<file path="src/logic/cpu_isa_pkg.sv">
// ALU operation codes, command kinds, flag bit positions, microstep numbers, ALU and H modes
package cpu_isa_pkg;

    typedef enum logic [2:0] {
        OP_ADD = 3'd0,
        OP_ADC = 3'd1,
        OP_SUB = 3'd2,
        OP_SBC = 3'd3,
        OP_AND = 3'd4,
        OP_XOR = 3'd5,
        OP_OR  = 3'd6,
        OP_CP  = 3'd7
    } alu_op_t;

    typedef enum logic [1:0] {
        LOAD_A  = 2'd0,
        LOAD_IX = 2'd1,
        LOAD_IY = 2'd2,
        ALU_OP  = 2'd3
    } cmd_kind_t;

    localparam int FLAG_S  = 7;
    localparam int FLAG_Z  = 6;
    localparam int FLAG_H  = 4;
    localparam int FLAG_PV = 2;
    localparam int FLAG_N  = 1;
    localparam int FLAG_C  = 0;

    localparam logic [3:0] STEP_IDLE = 4'd0;
    localparam logic [3:0] STEP_ADDR = 4'd3;   // Index plus displacement
    localparam logic [3:0] STEP_RA0  = 4'd8;
    localparam logic [3:0] STEP_RA1  = 4'd9;
    localparam logic [3:0] STEP_RA2  = 4'd10;
    localparam logic [3:0] STEP_EXEC = 4'd11;

    localparam logic [1:0] LSEL_ARITH = 2'd0;
    localparam logic [1:0] LSEL_AND   = 2'd1;
    localparam logic [1:0] LSEL_XOR   = 2'd2;
    localparam logic [1:0] LSEL_OR    = 2'd3;

    localparam logic [1:0] HMODE_ARITH = 2'd0;  // Nibble carry or borrow
    localparam logic [1:0] HMODE_ZERO  = 2'd1;
    localparam logic [1:0] HMODE_ONE   = 2'd2;

endpackage

</file>
<file path="src/logic/exec_bus_pkg.sv">
// Command, response, memory request and control word structs
package exec_bus_pkg;

    typedef struct packed {
        cpu_isa_pkg::cmd_kind_t kind;
        cpu_isa_pkg::alu_op_t   op;
        logic signed [7:0]      disp;
        logic [15:0]            value;   // Low byte for A, bit 0 picks IY on ALU ops
    } exec_cmd_t;

    typedef struct packed {
        logic [7:0] a;
        logic [7:0] f;
    } exec_rsp_t;

    typedef struct packed {
        logic [15:0] addr;
    } mem_rd_t;

    typedef struct packed {
        logic                 addr_latch;
        logic                 mem_req_set;
        logic                 mem_req_clr;
        cpu_isa_pkg::alu_op_t alu_op;
        logic                 write_a;
        logic                 write_f;
        logic                 carry_in_use;
        logic                 subtract;
        logic [1:0]           logic_sel;
        logic [1:0]           flag_h_mode;
        logic                 flag_pv_parity;
        logic                 reset_step;
    } alu_ctrl_t;

endpackage

</file>
<file path="src/logic/ucode_sequencer.sv">
`timescale 1ns/1ps
// Microstep counter, command handshake, memory handshake and operand capture
module ucode_sequencer (
    input  logic                    clk,
    input  logic                    arst_n,
    input  logic                    cmd_req,
    input  exec_bus_pkg::exec_cmd_t cmd,
    output logic                    cmd_ack,
    input  exec_bus_pkg::alu_ctrl_t ctrl,
    output logic [3:0]              step,
    output cpu_isa_pkg::cmd_kind_t  load_kind,
    output logic                    load_en,
    output logic                    mem_req,
    input  logic                    mem_ack,
    input  logic [7:0]              mem_data,
    output logic [7:0]              operand,
    output cpu_isa_pkg::alu_op_t    op
);
    import cpu_isa_pkg::*;

    logic       busy;
    logic       accept;
    logic       finish;
    logic [1:0] load_pipe;  // Write strobe, then ack
    logic [3:0] step_nxt;

    assign accept  = cmd_req && !busy && !cmd_ack;
    assign load_en = load_pipe[0];
    assign finish  = load_pipe[1] || ctrl.reset_step;

    always_comb begin
        step_nxt = step;
        case (step)
            STEP_IDLE: if (accept && cmd.kind == ALU_OP) step_nxt = STEP_ADDR;
            STEP_ADDR: step_nxt = STEP_RA0;
            STEP_RA0:  step_nxt = STEP_RA1;
            STEP_RA1:  if (mem_ack) step_nxt = STEP_RA2;     // Data is on the bus
            STEP_RA2:  if (!mem_ack) step_nxt = STEP_EXEC;   // Ack released
            STEP_EXEC: if (ctrl.reset_step) step_nxt = STEP_IDLE;
            default:   step_nxt = STEP_IDLE;
        endcase
    end

    always_ff @(posedge clk or negedge arst_n) begin
        if (!arst_n) begin
            step      <= STEP_IDLE;
            busy      <= 1'b0;
            cmd_ack   <= 1'b0;
            load_pipe <= 2'b00;
            mem_req   <= 1'b0;
            load_kind <= LOAD_A;
            op        <= OP_ADD;
        end else begin
            step      <= step_nxt;
            load_pipe <= {load_pipe[0], accept && cmd.kind != ALU_OP};

            if (accept) begin
                busy      <= 1'b1;
                load_kind <= cmd.kind;
                op        <= cmd.op;
            end else if (finish) begin
                busy <= 1'b0;
            end

            if (finish) begin
                cmd_ack <= 1'b1;
            end else if (!cmd_req) begin
                cmd_ack <= 1'b0;   // Return to zero
            end

            if (ctrl.mem_req_set) begin
                mem_req <= 1'b1;
            end else if (ctrl.mem_req_clr && mem_ack) begin
                mem_req <= 1'b0;
            end
        end
    end

    always_ff @(posedge clk) begin
        if (ctrl.mem_req_clr && mem_ack) begin
            operand <= mem_data;
        end
    end

endmodule

</file>
<file path="src/logic/alu_op_decoder.sv">
`timescale 1ns/1ps
// Decoder from operation and microstep to the ALU control word
module alu_op_decoder (
    input  logic [3:0]              step,
    input  cpu_isa_pkg::alu_op_t    op,
    output exec_bus_pkg::alu_ctrl_t ctrl
);
    import cpu_isa_pkg::*;

    logic is_exec;

    assign is_exec = (step == STEP_EXEC);

    always_comb begin
        ctrl = '0;
        ctrl.alu_op      = OP_ADD;   // Address add in the ADDR step
        ctrl.addr_latch  = (step == STEP_ADDR);
        ctrl.mem_req_set = (step == STEP_RA0);
        ctrl.mem_req_clr = (step == STEP_RA1);

        if (is_exec) begin
            ctrl.alu_op     = op;
            ctrl.write_a    = (op != OP_CP);   // CP only sets flags
            ctrl.write_f    = 1'b1;
            ctrl.reset_step = 1'b1;

            case (op)
                OP_ADC: begin
                    ctrl.carry_in_use = 1'b1;
                end
                OP_SUB, OP_CP: begin
                    ctrl.subtract = 1'b1;
                end
                OP_SBC: begin
                    ctrl.subtract     = 1'b1;
                    ctrl.carry_in_use = 1'b1;
                end
                OP_AND: begin
                    ctrl.logic_sel      = LSEL_AND;
                    ctrl.flag_h_mode    = HMODE_ONE;
                    ctrl.flag_pv_parity = 1'b1;
                end
                OP_XOR: begin
                    ctrl.logic_sel      = LSEL_XOR;
                    ctrl.flag_h_mode    = HMODE_ZERO;
                    ctrl.flag_pv_parity = 1'b1;
                end
                OP_OR: begin
                    ctrl.logic_sel      = LSEL_OR;
                    ctrl.flag_h_mode    = HMODE_ZERO;
                    ctrl.flag_pv_parity = 1'b1;
                end
                default: begin
                    ctrl.logic_sel   = LSEL_ARITH;   // Plain ADD
                    ctrl.flag_h_mode = HMODE_ARITH;
                end
            endcase
        end
    end

endmodule

</file>
<file path="src/logic/index_address_unit.sv">
`timescale 1ns/1ps
// IX and IY registers, displacement adder and memory address latch
module index_address_unit (
    input  logic                    clk,
    input  logic                    arst_n,
    input  logic                    load_en,
    input  cpu_isa_pkg::cmd_kind_t  load_kind,
    input  logic [15:0]             value,
    input  logic [7:0]              disp,
    input  logic                    use_iy,
    input  exec_bus_pkg::alu_ctrl_t ctrl,
    output exec_bus_pkg::mem_rd_t   mem
);
    import cpu_isa_pkg::*;

    logic [15:0] ix;
    logic [15:0] iy;
    logic [15:0] base;
    logic [15:0] disp_ext;

    assign base     = use_iy ? iy : ix;
    assign disp_ext = {{8{disp[7]}}, disp};   // Signed offset

    always_ff @(posedge clk or negedge arst_n) begin
        if (!arst_n) begin
            ix <= 16'h0000;
            iy <= 16'h0000;
        end else if (load_en) begin
            if (load_kind == LOAD_IX) begin
                ix <= value;
            end
            if (load_kind == LOAD_IY) begin
                iy <= value;
            end
        end
    end

    always_ff @(posedge clk or negedge arst_n) begin
        if (!arst_n) begin
            mem.addr <= 16'h0000;
        end else if (ctrl.addr_latch) begin
            mem.addr <= base + disp_ext;   // Wraps at 16 bits
        end
    end

endmodule

</file>
<file path="src/logic/alu_core.sv">
`timescale 1ns/1ps
// 8-bit adder-subtractor with half carry and overflow, plus logic unit
module alu_core (
    input  logic [7:0]              a,
    input  logic [7:0]              b,
    input  logic                    carry_in,
    input  exec_bus_pkg::alu_ctrl_t ctrl,
    output logic [7:0]              result,
    output logic                    carry,
    output logic                    half,
    output logic                    overflow
);
    import cpu_isa_pkg::*;

    logic       cin;
    logic [7:0] b_eff;
    logic [4:0] low_sum;
    logic [8:0] full_sum;

    // Subtract as a + ~b + ~c
    assign cin   = (ctrl.carry_in_use & carry_in) ^ ctrl.subtract;
    assign b_eff = ctrl.subtract ? ~b : b;

    assign low_sum  = {1'b0, a[3:0]} + {1'b0, b_eff[3:0]} + {4'b0000, cin};
    assign full_sum = {1'b0, a} + {1'b0, b_eff} + {8'h00, cin};

    // Borrows come out inverted on subtract
    assign carry    = full_sum[8] ^ ctrl.subtract;
    assign half     = low_sum[4] ^ ctrl.subtract;
    assign overflow = (a[7] == b_eff[7]) && (full_sum[7] != a[7]);

    always_comb begin
        case (ctrl.logic_sel)
            LSEL_AND: result = a & b;
            LSEL_XOR: result = a ^ b;
            LSEL_OR:  result = a | b;
            default:  result = full_sum[7:0];
        endcase
    end

endmodule

</file>
<file path="src/logic/accum_flag_unit.sv">
`timescale 1ns/1ps
// Accumulator and flag registers with per-operation flag selection
module accum_flag_unit (
    input  logic                    clk,
    input  logic                    arst_n,
    input  logic                    load_en,
    input  cpu_isa_pkg::cmd_kind_t  load_kind,
    input  logic [7:0]              value,
    input  logic [7:0]              result,
    input  logic                    carry,
    input  logic                    half,
    input  logic                    overflow,
    input  exec_bus_pkg::alu_ctrl_t ctrl,
    output logic [7:0]              a,
    output logic [7:0]              f
);
    import cpu_isa_pkg::*;

    logic [7:0] f_nxt;

    always_comb begin
        f_nxt = 8'h00;   // Bits 3 and 5 stay clear
        f_nxt[FLAG_S] = result[7];
        f_nxt[FLAG_Z] = (result == 8'h00);
        case (ctrl.flag_h_mode)
            HMODE_ARITH: f_nxt[FLAG_H] = half;
            HMODE_ONE:   f_nxt[FLAG_H] = 1'b1;
            default:     f_nxt[FLAG_H] = 1'b0;
        endcase
        f_nxt[FLAG_PV] = ctrl.flag_pv_parity ? ~^result : overflow;   // Even parity
        f_nxt[FLAG_N]  = ctrl.subtract;
        f_nxt[FLAG_C]  = (ctrl.logic_sel == LSEL_ARITH) && carry;
    end

    always_ff @(posedge clk or negedge arst_n) begin
        if (!arst_n) begin
            a <= 8'h00;
            f <= 8'h00;
        end else begin
            if (load_en && load_kind == LOAD_A) begin
                a <= value;
            end else if (ctrl.write_a) begin
                a <= result;
            end
            if (ctrl.write_f) begin
                f <= f_nxt;
            end
        end
    end

endmodule

</file>
<file path="src/logic/indexed_alu_top.sv">
`timescale 1ns/1ps
// Top level of the indexed ALU execution unit
module indexed_alu_top (
    input  logic                    clk,
    input  logic                    arst_n,
    input  logic                    cmd_req,
    input  exec_bus_pkg::exec_cmd_t cmd,
    output logic                    cmd_ack,
    output exec_bus_pkg::exec_rsp_t rsp,
    output logic                    mem_req,
    output exec_bus_pkg::mem_rd_t   mem,
    input  logic                    mem_ack,
    input  logic [7:0]              mem_data
);
    import cpu_isa_pkg::*;
    import exec_bus_pkg::*;

    alu_ctrl_t  ctrl;
    cmd_kind_t  load_kind;
    alu_op_t    op;
    logic [3:0] step;
    logic       load_en;
    logic [7:0] operand;
    logic [7:0] result;
    logic       carry;
    logic       half;
    logic       overflow;
    logic [7:0] a;
    logic [7:0] f;

    assign rsp.a = a;
    assign rsp.f = f;

    ucode_sequencer ucode_sequencer_inst (
        .clk       (clk),
        .arst_n    (arst_n),
        .cmd_req   (cmd_req),
        .cmd       (cmd),
        .cmd_ack   (cmd_ack),
        .ctrl      (ctrl),
        .step      (step),
        .load_kind (load_kind),
        .load_en   (load_en),
        .mem_req   (mem_req),
        .mem_ack   (mem_ack),
        .mem_data  (mem_data),
        .operand   (operand),
        .op        (op)
    );

    alu_op_decoder alu_op_decoder_inst (
        .step (step),
        .op   (op),
        .ctrl (ctrl)
    );

    index_address_unit index_address_unit_inst (
        .clk       (clk),
        .arst_n    (arst_n),
        .load_en   (load_en),
        .load_kind (load_kind),
        .value     (cmd.value),
        .disp      (cmd.disp),
        .use_iy    (cmd.value[0]),   // Stands in for the FD prefix
        .ctrl      (ctrl),
        .mem       (mem)
    );

    alu_core alu_core_inst (
        .a        (a),
        .b        (operand),
        .carry_in (f[FLAG_C]),
        .ctrl     (ctrl),
        .result   (result),
        .carry    (carry),
        .half     (half),
        .overflow (overflow)
    );

    accum_flag_unit accum_flag_unit_inst (
        .clk       (clk),
        .arst_n    (arst_n),
        .load_en   (load_en),
        .load_kind (load_kind),
        .value     (cmd.value[7:0]),
        .result    (result),
        .carry     (carry),
        .half      (half),
        .overflow  (overflow),
        .ctrl      (ctrl),
        .a         (a),
        .f         (f)
    );

endmodule

</file>
<file path="config.mk">
export PLATFORM = sky130hd
export DESIGN_NAME = indexed_alu_top
export DESIGN_NICKNAME = d
export VERILOG_FILES = /design/src/logic/cpu_isa_pkg.sv /design/src/logic/exec_bus_pkg.sv /design/src/logic/ucode_sequencer.sv /design/src/logic/alu_op_decoder.sv /design/src/logic/index_address_unit.sv /design/src/logic/alu_core.sv /design/src/logic/accum_flag_unit.sv /design/src/logic/indexed_alu_top.sv
export SDC_FILE = /design/constraint.sdc
export NUM_CORES = 1
export LEC_CHECK = 0
export BUFFER_PORTS_ARGS = -buffer_cell sky130_fd_sc_hd__buf_2
export CORE_MARGIN = 2
export CORE_UTILIZATION = 55
export DETAILED_ROUTE_END_ITERATION = 6
export PLACE_DENSITY = 0.79
export SLEW_MARGIN = 20
export SYNTH_ARGS = -nofsm -noshare
export SYNTH_HDL_FRONTEND = slang
export SYNTH_SLANG_ARGS = --single-unit
</file>
<file path="constraint.sdc">
create_clock -name clk -period 5.21 [get_ports clk]
set_input_delay 1.042 -clock clk [delete_from_list [all_inputs] [get_ports clk]]
set_output_delay 1.042 -clock clk [all_outputs]
set_load 0.1 [all_outputs]
</file>
* Yosys cells after proc, flatten, opt, wreduce, memory -nomap -nowiden
Cells that the tools add are included.
** Storage, ports and cells
- Input port bits :: 41
- Output and inout port bits :: 34
- Word-level logic and storage cells :: 103
- Flip-flop bits (word level) :: 84
** Operators by class
- $add $sub $neg :: 5
- Multiplexer cells :: 23
- Reductions and logical operators :: 26
- Eq/ne operators :: 28
- Bitwise logic cells :: 8
** Operators by type and width (count)
- $mux 8 :: 3
- $pmux 4 s6 :: 1
- $pmux 8 s3 :: 1
- $add 16x16->16 :: 1
- $eq 4x4->1 const B :: 4
- $mux 16 :: 1
- $mux 4 :: 4
- $eq 3x3->1 const B :: 4
- $pmux 4 s3 :: 1
- $eq 2x2->1 const B :: 5
- $mux 1 :: 10
- $mux 10 :: 1
- $add 8x8->9 :: 1
- $add 9x1->9 :: 1
- $and 8x8->8 :: 1
- $logic_and 1x1->1 :: 8
- $logic_not 8->1 :: 1
- $ne 2x2->1 const B :: 4
- $not 8->8 :: 1
- $or 8x8->8 :: 1
- $reduce_xnor 8->1 :: 1
- $xor 8x8->8 :: 1
- $eq 3x2->1 const B :: 2
- $logic_not 2->1 :: 3
- 20 further kinds :: 29

* Longest topological paths before layout
Gate-level depths: netlist of run 1.
- Word-level depth :: 10
- Mapped depth :: 21
- Mapped depth without buffers :: 19

* Modules after synthesis
A second synthesis of run 1 with hierarchy kept.
** Unflattened totals
- Cells, all modules :: 489
- Area total of the unflattened synthesis :: 5340.1 um^2
** Modules (own cells, without submodules)
- index_address_unit :: cells an instance 230, area an instance 2721.4 um^2, sequential area each 1201.2 um^2, instances 1
- alu_core :: cells an instance 112, area an instance 918.4 um^2, sequential area each 0.0 um^2, instances 1
- ucode_sequencer :: cells an instance 50, area an instance 770.7 um^2, sequential area each 565.5 um^2, instances 1
- accum_flag_unit :: cells an instance 75, area an instance 768.2 um^2, sequential area each 350.3 um^2, instances 1
- alu_op_decoder :: cells an instance 22, area an instance 161.4 um^2, sequential area each 0.0 um^2, instances 1

* Worst setup path after synthesis of run 1
No wires, ideal clock.
- Path type :: reg-to-reg
- Start point :: register ucode_sequencer_inst.op[1]
- End point :: register accum_flag_unit_inst.f[2]
- Required time :: 5.090 ns
- Slack :: 1.551 ns
- Period minus slack after synthesis :: 3.659 ns
- Arrival time :: 3.538 ns
- Stages on the path, launching flop included :: 20
- Library setup time :: 0.120 ns
- Buffers on the path :: 3
- Cells stage by stage :: dfrtp_1 -> buf_2 -> buf_1 -> nand3_1 -> buf_2 -> xnor2_1 -> fa_1 -> inv_1 -> fa_1 -> nor2b_1 -> o21ai_0 -> a21oi_1 -> or4_1 -> nand3_1 -> ha_1 -> xnor2_1 -> xnor2_1 -> a21oi_1 -> o31ai_1 -> o21a_1
** Between the ends
- Word-level cells in the longest chain between the ends :: 10
- Elaborated cells between the ends (all ways) :: 29
- Those cells by class :: add/sub: 2; eq/ne: 12; mux: 8; bitwise: 2; reduce/logical: 5
** Ends and longest elaborated chain
- start: declaration :: RTL line ucode_sequencer.sv:17 : output cpu_isa_pkg::alu_op_t op
- start signal: assignment :: RTL line ucode_sequencer.sv:60 : op <= cmd.op;
- $eq 3x2->1 (tied with other cells) :: RTL line alu_op_decoder.sv:27 : case (op)
- $reduce_or 3->1 (no source line) / $reduce_or 2->1 (equally long branches)
- $mux 1 :: RTL line alu_op_decoder.sv:27
- $mux 10 * :: RTL line alu_op_decoder.sv:21 : if (is_exec) begin
- $mux 8 / $and 1x1->1 (equally long branches) :: RTL line alu_core.sv:22, alu_core.sv:21
- $add 8x8->9 / $xor 1x1->1 (equally long branches) :: RTL line alu_core.sv:25, alu_core.sv:21
- $add 9x1->9 :: RTL line alu_core.sv:25 : assign full_sum = {1'b0, a} + {1'b0, b_eff} + {8'h00, cin};
- $pmux 8 s3 / $ne 1x1->1 (equally long branches) :: RTL line alu_core.sv:33, alu_core.sv:30
- $reduce_xnor 8->1 / $logic_and 1x1->1 (equally long branches) :: RTL line accum_flag_unit.sv:30, alu_core.sv:30
- $mux 1 * :: RTL line accum_flag_unit.sv:30 : f_nxt[FLAG_PV] = ctrl.flag_pv_parity ? ~^result : overflow;
- end signal: assignment :: RTL line accum_flag_unit.sv:46 : f <= f_nxt;
- end: declaration :: RTL line accum_flag_unit.sv:15 : output logic [7:0] f
Every way passes the cells marked *; elsewhere a longest branch is shown, timed or not.
A chain may end at the register's enable or synchronous reset.

* Worst setup path in the final report of run 1
- Start point :: register ucode_sequencer_inst.step[1]
- End point :: register accum_flag_unit_inst.f[2]
** Between the ends
- Word-level cells in the longest chain between the ends :: 8
- Elaborated cells between the ends (all ways) :: 16
- Those cells by class :: add/sub: 2; eq/ne: 6; mux: 4; bitwise: 2; reduce/logical: 2
** Ends and longest elaborated chain
- start: declaration :: RTL line ucode_sequencer.sv:10 : output logic [3:0] step,
- start signal: assignment :: RTL line ucode_sequencer.sv:54 : step <= step_nxt;
- $eq 4x4->1 * :: RTL line alu_op_decoder.sv:12 : assign is_exec = (step == STEP_EXEC);
- $mux 10 * :: RTL line alu_op_decoder.sv:21
- $mux 8 / $and 1x1->1 (equally long branches) :: RTL line alu_core.sv:22, alu_core.sv:21
- $add 8x8->9 / $xor 1x1->1 (equally long branches) :: RTL line alu_core.sv:25, alu_core.sv:21
- $add 9x1->9 :: RTL line alu_core.sv:25
- $pmux 8 s3 / $ne 1x1->1 (equally long branches) :: RTL line alu_core.sv:33, alu_core.sv:30
- $reduce_xnor 8->1 / $logic_and 1x1->1 (equally long branches) :: RTL line accum_flag_unit.sv:30, alu_core.sv:30
- $mux 1 :: RTL line accum_flag_unit.sv:30
Marks and branches as above.

==> results of run 1 <==
final cells by class:
cell class / count / area [um2] / area share
clock buffer: 11 / 141 / 0.0238
clock inverter: 5 / 58.8 / 0.00992
inverter: 26 / 97.6 / 0.0165
multi-input combinational: 397 / 2960 / 0.499
sequential: 83 / 2120 / 0.357
tap: 129 / 161 / 0.0272
timing repair buffer: 76 / 393 / 0.0663
power groups by stage:
stage,combinational (mW),clock [mW],sequential [mW]
floorplan,1.35,0,1.58
global placement,2.24,0,1.07
detailed placement,2.30,0,1.09
CTS,2.31,0.488,1.08
global route,2.51,0.515,1.11
finish,2.31,0.483,1.08
cells by family after synthesis:
kind of cell | synth area share
AO/OA/AOI/OAI | 0.139
XOR/XNOR | 0.0413
adder cells (fa/ha/maj) | 0.110
buffers and inverters | 0.0439
flip-flops | 0.399
multiplexers | 0.126
other | 0.000707
AND/OR/NAND/NOR | 0.140
metal layers:
layer	routed length (um)	up-vias	share of wire
met5	0	-	0
met4	374	0	0.031
met3	532	29	0.044
met2	5920	119	0.49
met1	5260	1978	0.44
li1	-	2011	-
state kept, by name, indices dropped and copies added, names as in the netlist:
signal	count
index_address_unit_inst.mem	16
index_address_unit_inst.iy	16
ucode_sequencer_inst.load_pipe	2
ucode_sequencer_inst.busy	1
accum_flag_unit_inst.a	8
accum_flag_unit_inst.f	6
ucode_sequencer_inst.cmd_ack	1
ucode_sequencer_inst.mem_req	1
ucode_sequencer_inst.op	3
ucode_sequencer_inst.operand	8
ucode_sequencer_inst.step	3
ucode_sequencer_inst.load_kind	2
index_address_unit_inst.ix	16
critical path, stage by stage (launching register included):
cell and delay (ns):
dfrtp_1 0.51, and3_1 0.39, nand3_1 0.12, buf_4 0.22, xnor2_1 0.15, fa_1 0.44
inv_1 0.09, fa_1 0.20, nor2b_1 0.06, o21ai_0 0.30, a21oi_1 0.17, or4_1 0.45
nand3_1 0.11, ha_1 0.24, xnor2_1 0.21, xnor2_1 0.10, a21oi_1 0.14, o31ai_1 0.10
o21a_1 0.13
cells in the mapped netlist, types with 8 or more instances:
cell and n:
a21oi_1 24, buf_2 8, clkbuf_1 11, dfrtp_1 75, edfxtp_1 8, ha_1 42
inv_1 26, mux2_2 54, nand2_1 57, nand3_1 14, nor2_1 34, o21ai_0 28
xnor2_1 19
worst min-delay path by stage:
| stage | from | cells after the start | end | slack, ns |
|---|---|---|---|---|
| after floorplan | ucode_sequencer_inst.load_pipe[0]$_DFF_PN0_ | 0 | ucode_sequencer_inst.load_pipe[1]$_DFF_PN0_ | 0.39 |
| final | ucode_sequencer_inst.load_pipe[1]$_DFF_PN0_ | 2 | ucode_sequencer_inst.cmd_ack$_DFFE_PN0P_ | 0.46 |
| after global routing | ucode_sequencer_inst.load_pipe[0]$_DFF_PN0_ | 0 | ucode_sequencer_inst.load_pipe[1]$_DFF_PN0_ | 0.48 |
| after global placement | ucode_sequencer_inst.load_pipe[0]$_DFF_PN0_ | 0 | ucode_sequencer_inst.load_pipe[1]$_DFF_PN0_ | 0.42 |
| after CTS | ucode_sequencer_inst.load_pipe[1]$_DFF_PN0_ | 2 | ucode_sequencer_inst.cmd_ack$_DFFE_PN0P_ | 0.46 |
| after detailed placement | ucode_sequencer_inst.load_pipe[1]$_DFF_PN0_ | 2 | ucode_sequencer_inst.cmd_ack$_DFFE_PN0P_ | 0.44 |
cell usage in the layout, fill, tap and decap left out, drive strengths merged, types with 5 or more instances in the layout:
cell     n
nand2   57
nand2b   5
xor2     6
and2     5
buf     76
xnor2   19
a21oi   25
mux2i    6
inv     28
mux2    54
nor2    35
o22ai    5
edfxtp   8
nand3b   5
nor2b    7
nor3b    5
o31ai    6
nand3   14
a21o     5
o21ai   33
ha      42
nor3     5
a211oi   7
clkbuf  11
dfrtp   75
per-stage QoR:
stage | util | std cells | hold WS [ns] | cell area [um2]
6_report | 0.639 | 727 | 0.460 | 5930
5_1_grt | 0.639 | 727 | 0.483 | 5930
4_1_cts | 0.639 | 727 | 0.459 | 5930
2_1_floorplan | - | 533 | 0.387 | 5310
3_5_place_dp | 0.617 | 711 | 0.436 | 5730
3_3_place_gp | 0.617 | 711 | 0.425 | 5730
==> run_results.csv, run 1 <==
group,metric,value,unit
global_routing,grt_pass1_wl,19300,um
power_and_ir_drop,p_per_area,653,mW/mm2
critical_path,path_class,"reg2reg",
timing,setup_viol,0,
die,die_area,0.0104,mm2
critical_path,ff2ff_setup_slack,0.97,ns
placed_design,place_hpwl,9180,um
critical_path,endpoint_kind,"flip-flop",
die,core-area,0.00928,mm2
power_and_ir_drop,p_sw,1.91,mW
final_layout,antenna_cells,0,
placed_design,port_buffers,72,
power_and_ir_drop,power,3.87,mW
timing,finClkSkew,0.0128,ns
placed_design,pre_cts_slack,1.08,ns
die,placementRows,35,
global_routing,use_met1,0.307,
drt,routed_via_density,5.69,
yosys,synth_seq_cells,83,
critical_path,cp-start-kind,"flip-flop",
drt,routed_wl,12100,um
clocking,cts_root_buf,"clkbuf_8",
power_and_ir_drop,power_frac_comb,0.598,
yosys,synth-edff-count,8,
global_routing,overflow,0,
worst_hold_path,min_path_type,"reg2reg",
drt,first_pass_iters,5,
power_and_ir_drop,switching_share,0.494,
critical_path,crit_start,"ucode_sequencer_inst.step[1]$_DFFE_PN0P_",
yosys,yosys.area.top_type,"dfrtp_1",
yosys,yosysUniqueCellTypes,63,
clocking,cts_sinks,83,
power_and_ir_drop,peakVddDrop,278,uV
final_layout,fillers,795,
critical_path,arrival,4.49,ns
timing,post-route-period-util,0.814,
critical_path,endpoint,"accum_flag_unit_inst.f[2]$_DFFE_PN0N_",
yosys,synthTopCellsByArea,"dfrtp_1 (35%), mux2_2 (11%), ha_1 (9.9%), edfxtp_1 (4.5%), nand2_1 (4.0%)",
drt,wl_per_cell,16.6,um
drt,drtIter0Drc,165,
yosys,yosysWarnings,0,
yosys,syn_inst,532,
timing,relSlewSlack,0.377,
placed_design,place_congestion,0.889,
critical_path,cp_max_fo,10,
final_layout,area_growth_syn_to_layout,11.7,%
run,maxCapViolCount,0,
yosys,synth_top_flop_cell,"dfrtp_1",
yosys,synth_area_per_cell,9.97,um2
global_routing,antenna_found_initial,0,
timing,drv_slew,0,
clocking,clk_latency,0.37,ns
die,dieHeight,102,um
final_layout,drive_above_1_share,0.266,
die,ioPinCount,75,
clocking,path_clk_slew,0.09,ns
clocking,post_cts_buffers,0,
run_status,status,"complete, no violations",
die,dieWidth,102,um
global_routing,grt_max_degree,76,
global_routing,busiest_layer,"met2",
critical_path,cp.required,5.46,ns
clocking,clock_path_buffers,2,
yosys,yosysSeqAreaShare,0.399,
final_layout,nets,679,
critical_path,r2r_start,"ucode_sequencer_inst.step[1]$_DFFE_PN0P_",
global_routing,grt_pass1_vias,3984,
timing,hold_viol,0,
timing,worstMarginPinSlew,0.935,ns
yosys,postSynth.asyncResetShare,0.904,
power_and_ir_drop,p_int,1.96,mW
yosys,synth_top_area_frac,0.354,
drt,vias,4137,
drt,ant_nets,0,
global_routing,grt_use_total,0.242,
power_and_ir_drop,seqPwrFrac,0.278,
power_and_ir_drop,clkPwrFrac,0.125,
global_routing,grt_util_met2,0.410,
clocking,cts_resized,0,
timing,final.min_clock_period,4.24,ns
clocking,cts-htree-levels,3,
critical_path,r2r_end,"accum_flag_unit_inst.f[2]$_DFFE_PN0N_",
clocking,cts_buffers,9,
global_routing,use_met3,0.0356,
power_and_ir_drop,leakage,2.72,nW
clocking,cts_tree,"yes",
timing,rsz0062_at_grt,"false",
die,initial_utilization,0.571,
yosys,syn_area,0.00531,mm2
timing,setup_slack,0.970,ns
drt,drc,0,
timing,setup_tns,0,ns
critical_path,r2r_cells,18,
clocking,cts-hold-fix-buffers,0,
timing,fmax,0.236,GHz
Power figures use the tool's default switching activity.
==> inputs of run 2 (changes only) <==
--- a/config.mk
+++ b/config.mk
@@ -7,9 +7,9 @@
 export LEC_CHECK = 0
 export BUFFER_PORTS_ARGS = -buffer_cell sky130_fd_sc_hd__buf_2
 export CORE_MARGIN = 2
-export CORE_UTILIZATION = 55
+export CORE_UTILIZATION = 53
 export DETAILED_ROUTE_END_ITERATION = 6
-export PLACE_DENSITY = 0.79
+export PLACE_DENSITY = 0.8
 export SLEW_MARGIN = 20
 export SYNTH_ARGS = -nofsm -noshare
 export SYNTH_HDL_FRONTEND = slang
==> constraint.sdc (replaced) <==
create_clock -name clk -period 3.6 [get_ports clk]
set_input_delay 0.72 -clock clk [delete_from_list [all_inputs] [get_ports clk]]
set_output_delay 0.72 -clock clk [all_outputs]
set_load 0.1 [all_outputs]
==> run_results.csv, run 2 (same netlist as run 1, synthesis figures left out) <==
group,metric,value,unit
die,core-area,0.00973,mm2
final_layout,antenna_cells,0,
die,dieWidth,104,um
drt,wl_per_cell,16.2,um
placed_design,port_buffers,72,
critical_path,cp-start-kind,"flip-flop",
drt,drtIter0Drc,185,
power_and_ir_drop,p_per_area,945,mW/mm2
power_and_ir_drop,peakVddDrop,452,uV
final_layout,nets,691,
critical_path,path_class,"reg2reg",
critical_path,worstPathCellList,"and3_4, nand3_2, buf_6, xnor2_2, ha_1, a21o_1, a211oi_1, o32ai_1, nor3_2, ha_1, xnor2_1, xnor2_1, a21oi_1, o31ai_1, o21a_1",
timing,hold_viol,0,
clocking,path_clk_slew,0.09,ns
critical_path,arrival,3.62,ns
drt,first_pass_iters,4,
final_layout,layout_common_cells,"dfrtp_1 (74), buf_2 (71), nand2_1 (57)",
drt,routed_wl,12100,um
die,ioPinCount,75,
placed_design,place_congestion,0.990,
global_routing,use_met1,0.292,
critical_path,cp_num_buf_inv,1,
timing,setup_viol,0,
global_routing,grt_use_total,0.232,
global_routing,overflow,0,
global_routing,antenna_found_initial,0,
critical_path,path_delay_family,"compound AO/OA/AOI/OAI gates",
final_layout,fillers,807,
run_status,status,"complete, no violations",
clocking,clk_latency,0.37,ns
die,die_area,0.0108,mm2
placed_design,placed_area,0.00581,mm2
clocking,cts_sinks,83,
worst_hold_path,min_path_type,"reg2reg",
final_layout,final_util,0.625,
clocking,cts-htree-levels,3,
placed_design,place_hpwl,8940,um
timing,fmax,0.299,GHz
die,dieHeight,104,um
drt,ant_nets,0,
final_layout,design_area,0.00608,mm2
drt,routed_via_density,5.62,
placed_design,pre_cts_slack,0.0626,ns
timing,drv_slew,0,
final_layout,final_common_cell,"dfrtp_1",
run,maxCapViolCount,0,
die,initial_utilization,0.545,
clocking,cts_tree,"yes",
timing,finClkSkew,0.0127,ns
global_routing,grt_pass1_vias,4194,
clocking,cts_root_buf,"clkbuf_8",
final_layout,area_growth_syn_to_layout,14.6,%
timing,worstMarginPinSlew,0.940,ns
global_routing,grt_util_met2,0.390,
die,placementRows,36,
global_routing,busiest_layer,"met2",
global_routing,use_met3,0.0401,
global_routing,grt_pass1_wl,20000,um
timing,final.min_clock_period,3.35,ns
global_routing,grt_max_degree,76,
clocking,clock_path_buffers,2,
final_layout,drive_above_1_share,0.295,
timing,post-route-period-util,0.930,
timing,whs,0.431,ns
critical_path,cp.required,3.87,ns
final_layout,top_regs,"index_address_unit_inst.ix x16, index_address_unit_inst.iy x16, index_address_unit_inst.mem x16",
clocking,cts_buffers,9,
drt,drc,0,
critical_path,cp_max_fo,8,
critical_path,slowest_stage,"dfrtp_1",
timing,relSlewSlack,0.371,
power_and_ir_drop,leakage,2.80,nW
timing,setup_slack,0.252,ns
critical_path,endpoint_kind,"flip-flop",
critical_path,slowest_delay,0.37,ns
drt,vias,4179,
## run 2: cell count changes in the layout (fill, tap and decap cells not counted), sizes merged
cell,before,now
buf,76,88
clkbuf,11,10
bufinv,1,2
inv,28,29
clkinv,2,1
## run 2: layout make-up
cell class,instances,area (um2),area share
clock buffers,10,128,0.0210
clock inverters,6,86.3,0.0142
inverters,26,97.6,0.0160
multi-input cells,397,3000,0.493
flip-flops and latches,83,2120,0.348
well taps,133,166,0.0274
repair buffers,88,487,0.0800
## run 2: timing repair
item                       CTS  global route
gates resized for setup      0            13
buffers inserted             0             2
hold buffers                 0             0
setup endpoints to repair    0             1
## run 2: where the power goes
part           internal [mW]  switching, mW
clock network          0.393          0.353
registers               1.29          0.233
logic                   1.28           2.20
total                   2.96           2.79
## run 2: worst paths after layout
path,endpoint,cells after the start,slack (ns),startpoint
min reg2reg,ucode_sequencer_inst.load_pipe[1]$_DFF_PN0_,0,0.43,ucode_sequencer_inst.load_pipe[0]$_DFF_PN0_
min in group asynchronous,index_address_unit_inst.mem[0]$_DFFE_PN0N_,1,0.50,arst_n
min,ucode_sequencer_inst.load_pipe[1]$_DFF_PN0_,0,0.43,ucode_sequencer_inst.load_pipe[0]$_DFF_PN0_
max reg2reg,accum_flag_unit_inst.f[2]$_DFFE_PN0N_,15,0.25,ucode_sequencer_inst.step[3]$_DFFE_PN0P_
max in group asynchronous,ucode_sequencer_inst.op[1]$_DFFE_PN0P_,1,2.45,arst_n
max,accum_flag_unit_inst.f[2]$_DFFE_PN0N_,15,0.25,ucode_sequencer_inst.step[3]$_DFFE_PN0P_
## run 2: layer usage
metal | wire, um | share of wire
met5 | 0 | 0
met4 | 231 | 0.019
met3 | 477 | 0.040
met2 | 5900 | 0.49
met1 | 5440 | 0.45
## run 2: through the flow
step / setup TNS (ns) / cells / total power, mW
global placement: 0 / 725 / 4.85
floorplan: 0 / 533 / 4.24
global route: -0.0543 / 743 / 6.16
finish: 0 / 743 / 5.75
detailed placement: 0 / 725 / 4.95
CTS: 0 / 741 / 5.72
==> inputs of run 3 (changes only) <==
--- a/config.mk
+++ b/config.mk
@@ -10,6 +10,7 @@
 export CORE_UTILIZATION = 53
 export DETAILED_ROUTE_END_ITERATION = 6
 export PLACE_DENSITY = 0.8
+export RECOVER_POWER = 25
 export SLEW_MARGIN = 20
 export SYNTH_ARGS = -nofsm -noshare
 export SYNTH_HDL_FRONTEND = slang
==> run_results.csv, run 3 (same netlist as run 1, synthesis figures left out) <==
group,metric,value,unit
run_status,status,"complete, no violations",
clocking,cts_buffers,9,
timing,worstMarginPinSlew,0.948,ns
worst_hold_path,min_to,"ucode_sequencer_inst.load_pipe[1]$_DFF_PN0_",
timing,finClkSkew,0.0122,ns
critical_path,slowest_stage,"dfrtp_1",
clocking,cts_root_buf,"clkbuf_8",
die,dieHeight,104,um
critical_path,path_class,"reg2reg",
timing,setup_viol,0,
drt,first_pass_iters,4,
global_routing,grt_use_total,0.232,
clocking,cts_sinks,83,
final_layout,layout_common_cells,"dfrtp_1 (74), buf_2 (71), nand2_1 (57)",
final_layout,nets,691,
critical_path,r2r_end,"accum_flag_unit_inst.f[2]$_DFFE_PN0N_",
final_layout,area_growth_syn_to_layout,14.5,%
run,maxCapViolCount,0,
drt,drtIter0Drc,187,
critical_path,worstPathCellList,"and3_4, nand3_2, buf_6, xnor2_2, ha_1, a21o_1, a211oi_1, o32ai_1, nor3_2, ha_1, xnor2_1, xnor2_1, a21oi_1, o31ai_1, o21a_1",
final_layout,final_cells,743,
die,core-area,0.00973,mm2
timing,setup_tns,0,ns
placed_design,placed_area,0.00581,mm2
clocking,clock_path_buffers,2,
final_layout,antenna_cells,0,
timing,post-route-period-util,0.930,
power_and_ir_drop,p_per_area,946,mW/mm2
final_layout,drive_above_1_share,0.292,
global_routing,overflow,0,
global_routing,grt_max_degree,76,
final_layout,top_regs,"index_address_unit_inst.ix x16, index_address_unit_inst.iy x16, index_address_unit_inst.mem x16",
placed_design,port_buffers,72,
critical_path,cp-start-kind,"flip-flop",
worst_hold_path,min_from,"ucode_sequencer_inst.load_pipe[0]$_DFF_PN0_",
clocking,path_clk_slew,0.09,ns
critical_path,r2r_cells,15,
timing,drv_slew,0,
clocking,clk_latency,0.36,ns
die,placementRows,36,
placed_design,place_congestion,0.990,
critical_path,arrival,3.61,ns
final_layout,fillers,808,
critical_path,cp.required,3.86,ns
critical_path,ff2ff_setup_slack,0.25,ns
clocking,cts_tree,"yes",
placed_design,place_hpwl,8940,um
die,dieWidth,104,um
die,initial_utilization,0.545,
placed_design,pre_cts_slack,0.0626,ns
final_layout,final_common_cell,"dfrtp_1",
placed_design,dp_cells,725,
critical_path,cp_max_fo,8,
timing,setup_slack,0.252,ns
worst_hold_path,min_path_type,"reg2reg",
die,ioPinCount,75,
critical_path,slowest_delay,0.37,ns
critical_path,endpoint_kind,"flip-flop",
timing,fmax,0.299,GHz
power_and_ir_drop,leakage,2.80,nW
clocking,cts-hold-fix-buffers,0,
timing,hold_viol,0,
final_layout,design_area,0.00607,mm2
drt,vias,4176,
drt,drc,0,
global_routing,antenna_found_initial,0,
critical_path,r2r_start,"ucode_sequencer_inst.step[3]$_DFFE_PN0P_",
drt,ant_nets,0,
drt,routed_via_density,5.62,
clocking,cts-htree-levels,3,
timing,final.min_clock_period,3.35,ns
timing,relSlewSlack,0.366,
die,die_area,0.0108,mm2
power_and_ir_drop,peakVddDrop,452,uV
drt,routed_wl,12100,um
timing,whs,0.430,ns
global_routing,grt_pass1_wl,20000,um
worst_hold_path,hold_depth,0,
drt,wl_per_cell,16.3,um
global_routing,grt_pass1_vias,4194,
[run 3: changes by cell type in the layout (fill, tap and decap cells not counted)]
cell	previous run	this run
buf_4	16	14
clkbuf_1	1	3
[run 3: layout make-up]
class | count | area [um2] | share of cell area
Clock buffer | 10 | 128 | 0.0210
Tap cell | 133 | 166 | 0.0274
Timing Repair Buffer | 88 | 479 | 0.0789
Sequential cell | 83 | 2120 | 0.349
Clock inverter | 6 | 86.3 | 0.0142
Inverter | 26 | 97.6 | 0.0161
Multi-Input combinational cell | 397 | 3000 | 0.494
[run 3: repair_timing]
action                     in CTS  in global routing
setup endpoints to repair       0                  1
setup buffers                   0                  2
gates resized for setup         0                 13
[run 3: worst max path at each step]
stage	startpoint	end	cells past startpoint
6_report	ucode_sequencer_inst.step[3]$_DFFE_PN0P_	accum_flag_unit_inst.f[2]$_DFFE_PN0N_	15
5_1_grt	ucode_sequencer_inst.op[0]$_DFFE_PN0P_	accum_flag_unit_inst.f[2]$_DFFE_PN0N_	18
4_1_cts	ucode_sequencer_inst.step[3]$_DFFE_PN0P_	accum_flag_unit_inst.f[2]$_DFFE_PN0N_	17
3_5_place_dp	ucode_sequencer_inst.step[1]$_DFFE_PN0P_	accum_flag_unit_inst.f[2]$_DFFE_PN0N_	17
3_3_place_gp	ucode_sequencer_inst.op[2]$_DFFE_PN0P_	accum_flag_unit_inst.f[2]$_DFFE_PN0N_	17
2_1_floorplan	ucode_sequencer_inst.step[3]$_DFFE_PN0P_	accum_flag_unit_inst.f[2]$_DFFE_PN0N_	20
[run 3: per-stage QoR]
step | power (mW) | util
detailed placement | 4.95 | 0.597
CTS | 5.72 | 0.619
floorplan | 4.24 | -
global placement | 4.85 | 0.597
global route | 6.15 | 0.624
finish | 5.75 | 0.624
[run 3: critical path, delay by kind of cell (launching register included)]
| family | cells | cell delay (ns) |
|---|---|---|
| adder cells (fa/ha/maj) | 2 | 0.60 |
| buffers and inverters | 1 | 0.18 |
| AO/OA/AOI/OAI | 6 | 1.05 |
| flip-flops | 1 | 0.37 |
| XOR/XNOR | 3 | 0.49 |
| AND/OR/NAND/NOR | 3 | 0.55 |
[run 3: report_power, final]
| group | internal (mW) | switching (mW) | leakage (nW) | total (mW) |
|---|---|---|---|---|
| Sequential | 1.29 | 0.234 | 0.952 | 1.53 |
| Combinational | 1.27 | 2.20 | 1.73 | 3.47 |
| Clock | 0.393 | 0.353 | 0.112 | 0.746 |
| Total | 2.96 | 2.79 | 2.80 | 5.75 |
[run 3: per-layer routing]
metal	vias up	routed length, um	global-route usage	part of all wire
met1	2021	5460	0.292	0.45
met4	0	282	0.106	0.023
li1	2037	-	-	-
met5	-	0	0	0
met2	94	5830	0.390	0.48
met3	24	509	0.0401	0.042
